### src/vitTrellisPkg.sv
/*
 * Trellis description of the 20-state detector: state count, index and
 * select types, and the branch predecessor rules.
 */
package vitTrellisPkg;

   localparam int numStates = 20;

   typedef logic [4:0] stateIdxT;

   // one survivor select bit per state, bit s belongs to state s
   typedef logic [numStates-1:0] selVecT;

   // ----------------------------------------
   // predecessor rules
   // ----------------------------------------
   localparam int pred1Offset = 13;
   localparam int pred0Offset = 7;

   // state reached on branch 1 comes from here
   function automatic int pred1(input int state);
      return (state + pred1Offset) % numStates;
   endfunction

   // and on branch 0 from here
   function automatic int pred0(input int state);
      return (state + pred0Offset) % numStates;
   endfunction

endpackage

### src/vitMetricPkg.sv
/*
 * Metric arithmetic of the detector: branch, path metric and
 * imaginary widths with the per-state vector types built on them.
 */
package vitMetricPkg;

   localparam int branchWidth = 8;
   localparam int metricGuard = 4;     // headroom above one branch
   localparam int rotWidth    = 10;

   typedef logic [branchWidth-1:0]             branchT;
   typedef logic [branchWidth+metricGuard-1:0] metricT;   // unsigned
   typedef logic [rotWidth-1:0]                rotT;

   // ----------------------------------------
   // one entry per trellis state
   // ----------------------------------------
   typedef branchT [vitTrellisPkg::numStates-1:0] branchVecT;
   typedef metricT [vitTrellisPkg::numStates-1:0] metricVecT;
   typedef rotT    [vitTrellisPkg::numStates-1:0] rotVecT;

endpackage

### src/acsArray.sv
/* ACS array: 20 units wired along the trellis, sharing one normalize
   request built from every unit's overflow flag */
`timescale 1ns/1ns

module acsArray #(
   parameter int branchWidth = vitMetricPkg::branchWidth
) (
   input  logic                    clk,
   input  logic                    reset,
   input  logic                    symEn,
   input  vitMetricPkg::branchVecT branch1Real,
   input  vitMetricPkg::branchVecT branch0Real,
   input  vitMetricPkg::rotVecT    branch1Imag,
   input  vitMetricPkg::rotVecT    branch0Imag,
   output vitMetricPkg::metricVecT pathMetric,
   output vitTrellisPkg::selVecT   sel,
   output vitMetricPkg::rotVecT    stateImag
);
   import vitTrellisPkg::*;
   import vitMetricPkg::*;

   logic [numStates-1:0] nearOverflow;
   logic                 normalize;

   // any state near the top rescales every state on the next symbol
   assign normalize = |nearOverflow;

   // ----------------------------------------
   // one unit per state
   // ----------------------------------------
   for (genvar s = 0; s < numStates; s++) begin : gState
      localparam int p1 = pred1(s);   // branch 1 source state
      localparam int p0 = pred0(s);   // branch 0 source state

      acsUnit #(
         .branchWidth (branchWidth)
      ) uAcs (
         .clk          (clk),
         .reset        (reset),
         .symEn        (symEn),
         .pred1Metric  (pathMetric[p1]),
         .pred0Metric  (pathMetric[p0]),
         .branch1      (branch1Real[p1]),
         .branch0      (branch0Real[p0]),
         .imag1        (branch1Imag[p1]),
         .imag0        (branch0Imag[p0]),
         .normalizeIn  (normalize),
         .metric       (pathMetric[s]),
         .selOut       (sel[s]),
         .stateImag    (stateImag[s]),
         .nearOverflow (nearOverflow[s])
      );
   end

endmodule

### src/acsUnit.sv
/* Add-compare-select for one trellis state, keeping the better of the
   two incoming paths and rescaling when the array asks for it */
`timescale 1ns/1ns

module acsUnit #(
   parameter int branchWidth = vitMetricPkg::branchWidth
) (
   input  logic                 clk,
   input  logic                 reset,
   input  logic                 symEn,
   input  vitMetricPkg::metricT pred1Metric,
   input  vitMetricPkg::metricT pred0Metric,
   input  vitMetricPkg::branchT branch1,
   input  vitMetricPkg::branchT branch0,
   input  vitMetricPkg::rotT    imag1,
   input  vitMetricPkg::rotT    imag0,
   input  logic                 normalizeIn,
   output vitMetricPkg::metricT metric,
   output logic                 selOut,
   output vitMetricPkg::rotT    stateImag,
   output logic                 nearOverflow
);
   import vitMetricPkg::*;

   localparam int metricWidth = $bits(metricT);
   localparam int guardBits   = metricWidth - branchWidth;

   metricT sum1;
   metricT sum0;
   metricT bestSum;
   logic   pick1;

   // ----------------------------------------
   // add and compare
   // ----------------------------------------
   assign sum1    = pred1Metric + {{guardBits{1'b0}}, branch1};
   assign sum0    = pred0Metric + {{guardBits{1'b0}}, branch0};
   assign pick1   = (sum1 >= sum0);          // tie goes to branch 1
   assign bestSum = pick1 ? sum1 : sum0;

   // select and store
   always_ff @(posedge clk) begin
      if (reset) begin
         metric    <= '0;
         selOut    <= 1'b0;
         stateImag <= '0;
      end else if (symEn) begin
         if (normalizeIn)
            metric <= {1'b0, bestSum[metricWidth-2:0]};   // all states drop msb together
         else
            metric <= bestSum;
         selOut    <= pick1;
         stateImag <= pick1 ? imag1 : imag0;   // imag part rides with the survivor
      end
   end

   assign nearOverflow = metric[metricWidth-1];

endmodule

### src/errorSelect.sv
/* Decision and phase error pick: reads the delayed selects and
   imaginary parts at the best state, phase error every other symbol */
`timescale 1ns/1ns

module errorSelect #(
   parameter int rotWidth = vitMetricPkg::rotWidth
) (
   input  logic                    clk,
   input  logic                    reset,
   input  logic                    indexValid,
   input  vitTrellisPkg::stateIdxT index,
   input  vitTrellisPkg::selVecT   selDly,
   input  vitMetricPkg::rotVecT    imagDly,
   output logic                    decision,
   output logic                    decisionValid,
   output logic [rotWidth-1:0]     phaseError,
   output logic                    phErrValid
);
   import vitTrellisPkg::*;

   stateIdxT evenIdx;
   logic     phaseTurn;     // high on symbols that update the phase error

   // even member of the best state's pair
   assign evenIdx = {index[$bits(stateIdxT)-1:1], 1'b0};

   // ----------------------------------------
   // decision path
   // ----------------------------------------
   always_ff @(posedge clk) begin
      if (indexValid)
         decision <= selDly[index];   // predecessor choice, two symbols back
   end

   // ----------------------------------------
   // strobes and phase error
   // ----------------------------------------
   always_ff @(posedge clk) begin
      if (reset) begin
         decisionValid <= 1'b0;
         phErrValid    <= 1'b0;
         phaseTurn     <= 1'b1;   // first symbol carries a phase error
         phaseError    <= '0;
      end else begin
         decisionValid <= indexValid;
         phErrValid    <= indexValid & phaseTurn;
         if (indexValid) begin
            phaseTurn <= ~phaseTurn;
            if (phaseTurn)
               phaseError <= imagDly[evenIdx];
         end
      end
   end

endmodule

### src/maxMetric.sv
/* Best-state search over all path metrics, registered one cycle
   after the symbol strobe with a matching valid pulse */
`timescale 1ns/1ns

module maxMetric (
   input  logic                    clk,
   input  logic                    reset,
   input  logic                    symEn,
   input  vitMetricPkg::metricVecT pathMetric,
   output vitTrellisPkg::stateIdxT index,
   output logic                    indexValid
);
   import vitTrellisPkg::*;
   import vitMetricPkg::*;

   metricT   bestMetric;
   stateIdxT bestIdx;
   logic     captureEn;

   // ----------------------------------------
   // linear search, strict compare so the lowest state keeps a tie
   // ----------------------------------------
   always_comb begin
      bestMetric = pathMetric[0];
      bestIdx    = '0;
      for (int s = 1; s < numStates; s++) begin
         if (pathMetric[s] > bestMetric) begin
            bestMetric = pathMetric[s];
            bestIdx    = stateIdxT'(s);
         end
      end
   end

   // metrics settle the cycle after symEn
   always_ff @(posedge clk) begin
      if (reset) begin
         captureEn  <= 1'b0;
         index      <= '0;
         indexValid <= 1'b0;
      end else begin
         captureEn  <= symEn;
         indexValid <= captureEn;
         if (captureEn)
            index <= bestIdx;
      end
   end

endmodule

### src/symbolDelay.sv
/* Symbol-rate delay line for any payload, advancing one stage per
   symbol strobe */
`timescale 1ns/1ns

module symbolDelay #(
   parameter type payloadT = logic,
   parameter int  depth    = 2
) (
   input  logic    clk,
   input  logic    reset,
   input  logic    symEn,
   input  payloadT din,
   output payloadT dout
);

   payloadT stage [depth];

   always_ff @(posedge clk) begin
      if (reset) begin
         for (int i = 0; i < depth; i++)
            stage[i] <= '0;
      end else if (symEn) begin
         stage[0] <= din;
         for (int i = 1; i < depth; i++)
            stage[i] <= stage[i-1];   // shift one symbol
      end
   end

   assign dout = stage[depth-1];

endmodule

### src/viterbiTop.sv
/* Viterbi survivor and error path: ACS array, select and imaginary
   delay lines, best-state search and decision / phase error output */
`timescale 1ns/1ns

module viterbiTop #(
   parameter int branchWidth = vitMetricPkg::branchWidth,
   parameter int rotWidth    = vitMetricPkg::rotWidth
) (
   input  logic                                              clk,
   input  logic                                              reset,
   input  logic                                              symEn,
   input  logic [vitTrellisPkg::numStates-1:0][branchWidth-1:0] branch1Real,
   input  logic [vitTrellisPkg::numStates-1:0][branchWidth-1:0] branch0Real,
   input  logic [vitTrellisPkg::numStates-1:0][rotWidth-1:0]    branch1Imag,
   input  logic [vitTrellisPkg::numStates-1:0][rotWidth-1:0]    branch0Imag,
   output vitTrellisPkg::stateIdxT                           index,
   output logic                                              decision,
   output logic                                              decisionValid,
   output logic [rotWidth-1:0]                               phaseError,
   output logic                                              phErrValid
);
   import vitTrellisPkg::*;
   import vitMetricPkg::*;

   localparam int selectLag = 2;   // symbols between ACS output and error pick

   metricVecT pathMetric;
   selVecT    sel;
   selVecT    selDly;
   rotVecT    stateImag;
   rotVecT    imagDly;
   logic      indexValid;

   // ----------------------------------------
   // metric update
   // ----------------------------------------
   acsArray #(
      .branchWidth (branchWidth)
   ) uAcsArray (
      .clk         (clk),
      .reset       (reset),
      .symEn       (symEn),
      .branch1Real (branch1Real),
      .branch0Real (branch0Real),
      .branch1Imag (branch1Imag),
      .branch0Imag (branch0Imag),
      .pathMetric  (pathMetric),
      .sel         (sel),
      .stateImag   (stateImag)
   );

   // survivor history
   symbolDelay #(
      .payloadT (selVecT),
      .depth    (selectLag)
   ) uSelDelay (
      .clk   (clk),
      .reset (reset),
      .symEn (symEn),
      .din   (sel),
      .dout  (selDly)
   );

   symbolDelay #(
      .payloadT (rotVecT),
      .depth    (selectLag)
   ) uImagDelay (
      .clk   (clk),
      .reset (reset),
      .symEn (symEn),
      .din   (stateImag),
      .dout  (imagDly)
   );

   // ----------------------------------------
   // best state and outputs
   // ----------------------------------------
   maxMetric uMaxMetric (
      .clk        (clk),
      .reset      (reset),
      .symEn      (symEn),
      .pathMetric (pathMetric),
      .index      (index),
      .indexValid (indexValid)
   );

   errorSelect #(
      .rotWidth (rotWidth)
   ) uErrorSelect (
      .clk           (clk),
      .reset         (reset),
      .indexValid    (indexValid),
      .index         (index),
      .selDly        (selDly),
      .imagDly       (imagDly),
      .decision      (decision),
      .decisionValid (decisionValid),
      .phaseError    (phaseError),
      .phErrValid    (phErrValid)
   );

endmodule
### config.mk
export PLATFORM = sky130hd
export DESIGN_NAME = viterbiTop
export DESIGN_NICKNAME = d
export VERILOG_FILES = /design/src/vitTrellisPkg.sv /design/src/vitMetricPkg.sv /design/src/acsArray.sv /design/src/acsUnit.sv /design/src/errorSelect.sv /design/src/maxMetric.sv /design/src/symbolDelay.sv /design/src/viterbiTop.sv
export SDC_FILE = /design/constraint.sdc
export NUM_CORES = 2
export LEC_CHECK = 0
export BUFFER_PORTS_ARGS = -buffer_cell sky130_fd_sc_hd__buf_2
export CELL_PAD_IN_SITES_DETAIL_PLACEMENT = 0
export CELL_PAD_IN_SITES_GLOBAL_PLACEMENT = 1
export CORE_MARGIN = 2
export CORE_UTILIZATION = 40
export DETAILED_ROUTE_END_ITERATION = 7
export GPL_TIMING_DRIVEN = 0
export PLACE_DENSITY = 0.84
export SLEW_MARGIN = 0
export SYNTH_ARGS = -nofsm -noshare
export SYNTH_HDL_FRONTEND = slang
export SYNTH_SLANG_ARGS = --single-unit
### constraint.sdc
create_clock -name clk -period 128.5 [get_ports clk]
set_input_delay 6.425 -clock clk [delete_from_list [all_inputs] [get_ports clk]]
set_output_delay 6.425 -clock clk [all_outputs]
set_load 0.01 [all_outputs]
==> metrics.cfg <==
[status]
run_status=finished with violations
violations=capacitance limit, slew limit

[critical_path]
worstRegToRegCells=210
cp-end-kind=flip-flop
slowest_stage=clkbuf_1
startpoint_type=flip-flop
cp.required_ns=129.01
slowest_delay_ns=0.73
crit_fanout=10
arrival_ns=57.77
crit_type=reg -> reg

[grt]
grt.overflow.total=0
grt_max_degree=69
groute.usage.overall=0.315
grt_pass1_vias=45474
antenna_found_initial=27
grt_pass1_wl_um=308000

[clocking]
clockBufferDepth=3
cts_made_buffers=74
cts_hold_buf=0
cts_resized=0
cts-htree-levels=3
clkLatencyLatePin_ns=0.69
clockRootBuffer=clkbuf_16
clk_pin_slew_ns=0.06
cts_tree=yes
post_cts_buffers=0
cts_num_sinks=621

[placement]
gp_congestion=1.03
port_buffers=539
dp_hpwl_um=181000

[timing]
relSlewSlack=-0.0836
fin_skew_ns=0.0496
fmaxAchievable_mhz=17.5
finalHoldViolations=0
post-route-min-period_ns=57.26
rsz0062_at_grt=no
finalSetupViolCount=0
drv_slew=33
setup_tns_ns=0
worstMarginPinSlew_ns=1.63
final.period_utilization=0.446

[logic_synthesis]
synth_cell_types=89
ys_async_sr_fraction=0
synth_edf_count=241
yosysWarnings=0
seq_area_frac_synth=0.283
syn_inst=5820
ys_ff_latch=621
syn-cell-area_um2=52500
synth_flop_cell=dfxtp_1
syn_avg_cell_area_um2=9.02
synth_fp_nets=7356

[floorplanning]
die_w_um=366
initial_utilization=0.404
dieArea_um2=134000
fp-row-count=132
coreArea_um2=130000
ios=741
die_y_um=366

[route]
wl_per_cell_um=26.3
vias=46696
drtIter0Drc=4238
drc=0
vias_per_cell=5.65
routed_wl_um=218000
ant_nets=0
dr.pass1.iters=6

[layout]
final_nets=7982
area_growth_syn_to_layout_pct=14.5
drive_gt1_frac=0.123

[min_path]
whs_path_depth=2
holdCritPathClass=reg -> reg

[job]
max_cap_viol_count=4

-- cell families (layout without fill, tap and decap cells) --
family                     Yosys count  count (layout)  share of synthesized area
other                                0              18                          0
muxes                              435             435                     0.0902
and+or+nand+nor                   1256            1256                      0.123
xor gates and xnor gates           411             411                     0.0685
DFF                                621             621                      0.283
buffers and inverters              736            1417                     0.0533
adders and majority gates          813             813                      0.199
AOI/OAI and AO/OA                 1548            1548                      0.183
-- cells in the final DEF (no fill, tap or decap), types with 241 or more instances in the layout --
master and count:
a21oi_1 432, and2_1 294, edfxtp_1 241, nand2_1 323
mux2i_1 363, ha_1 773, xnor2_1 355, nor2_1 253
buf_2 548, inv_1 506, dfxtp_1 380, o21ai_0 394
-- through the flow --
step                      cells  hold WS (ns)  utilization  setup WS (ns)  cell area [um2]
after floorplan            5820         0.417            -          87.22            52500
after global placement     8101         0.426        0.442          73.07            57400
after detailed placement   8112         0.434        0.443          73.14            57600
after CTS                  8243         0.448        0.462          73.00            60100
after global routing       8244         0.464        0.462          69.12            60100
final                      8261         0.443        0.462          71.24            60100
-- cell usage after synthesis (all sizes together), types with 6 or more instances --
master,n,area share
o21bai,162,0.023
a22oi,6,0.0010
or3,6,0.00071
o22ai,100,0.012
a21o,158,0.023
nand3,39,0.0037
dfxtp,380,0.14
mux2i,363,0.069
nor4,9,0.0011
a311oi,9,0.0022
nor2b,135,0.016
fa,40,0.015
inv,508,0.036
xnor2,355,0.059
o2bb2ai,7,0.0012
o2111ai,25,0.0042
o21a,28,0.0040
a211o,11,0.0018
a21oi,439,0.042
clkbuf,208,0.015
a211oi,49,0.0072
mux4,26,0.011
ha,773,0.18
and3,11,0.0013
a22o,12,0.0020
buf,20,0.0021
or2,11,0.0013
edfxtp,241,0.14
a31o,6,0.0010
o221ai,10,0.0017
o32ai,25,0.0043
o21ai,408,0.039
nand2b,105,0.013
a31oi,13,0.0017
nand4,28,0.0033
nor2,253,0.018
nand2,324,0.023
xor2,56,0.0093
and2,294,0.035
nor3,21,0.0023
mux2,46,0.0099
o31ai,27,0.0039
o211ai,25,0.0038
-- worst max-delay path, delay by kind of cell (launching register included) --
family	cells	cell delay [ns]
AO/OA/AOI/OAI	106	26.73
buffers and inverters	33	11.07
AND/OR/NAND/NOR	41	7.43
adder cells (fa/ha/maj)	19	5.85
multiplexers	11	5.22
flip-flops	1	0.66
-- per-layer routing --
| layer | wire, um | track usage |
|---|---|---|
| met5 | 60 | 0 |
| met4 | 11500 | 0.144 |
| met3 | 16900 | 0.0530 |
| met2 | 101000 | 0.525 |
| met1 | 88500 | 0.397 |
-- registers in the layout, indices dropped and copies added (netlist names) --
signal	flops
uAcsArray.gState.uAcs.metric	240
uImagDelay.stage	200
uAcsArray.gState.uAcs.stateImag	100
uSelDelay.stage	40
uAcsArray.gState.uAcs.selOut	20
uErrorSelect.phaseError	10
uMaxMetric.index	5
uErrorSelect.decision	1
uErrorSelect.decisionValid	1
uErrorSelect.phErrValid	1
uErrorSelect.phaseTurn	1
uMaxMetric.captureEn	1
uMaxMetric.indexValid	1
-- path summary, 6_finish.rpt --
check	start	end	slack [ns]
min reg2reg	uAcsArray.gState[14].uAcs.stateImag[6]	uAcsArray.gState[14].uAcs.stateImag[6]	0.44
min	uAcsArray.gState[14].uAcs.stateImag[6]	uAcsArray.gState[14].uAcs.stateImag[6]	0.44
max	uAcsArray.gState[0].uAcs.metric[6]	uMaxMetric.index[0]	71.24
max reg2reg	uAcsArray.gState[0].uAcs.metric[6]	uMaxMetric.index[0]	71.24
-- area by class of cell --
| cell class | instances | area (um2) |
|---|---|---|
| Tap cell | 1742 | 2180 |
| Multi-Input combinational cell | 4463 | 34900 |
| Inverter | 508 | 1910 |
| Antenna cell | 18 | 45.0 |
| Clock buffer | 97 | 2050 |
| Fill cell | 12539 | 69900 |
| Buffer | 228 | 898 |
| Clock inverter | 34 | 375 |
| Sequential cell | 621 | 14800 |
| Timing Repair Buffer | 550 | 2910 |
Power is not shown: default switching activity piles up to over one toggle a cycle in this logic, so the estimate is an artifact.
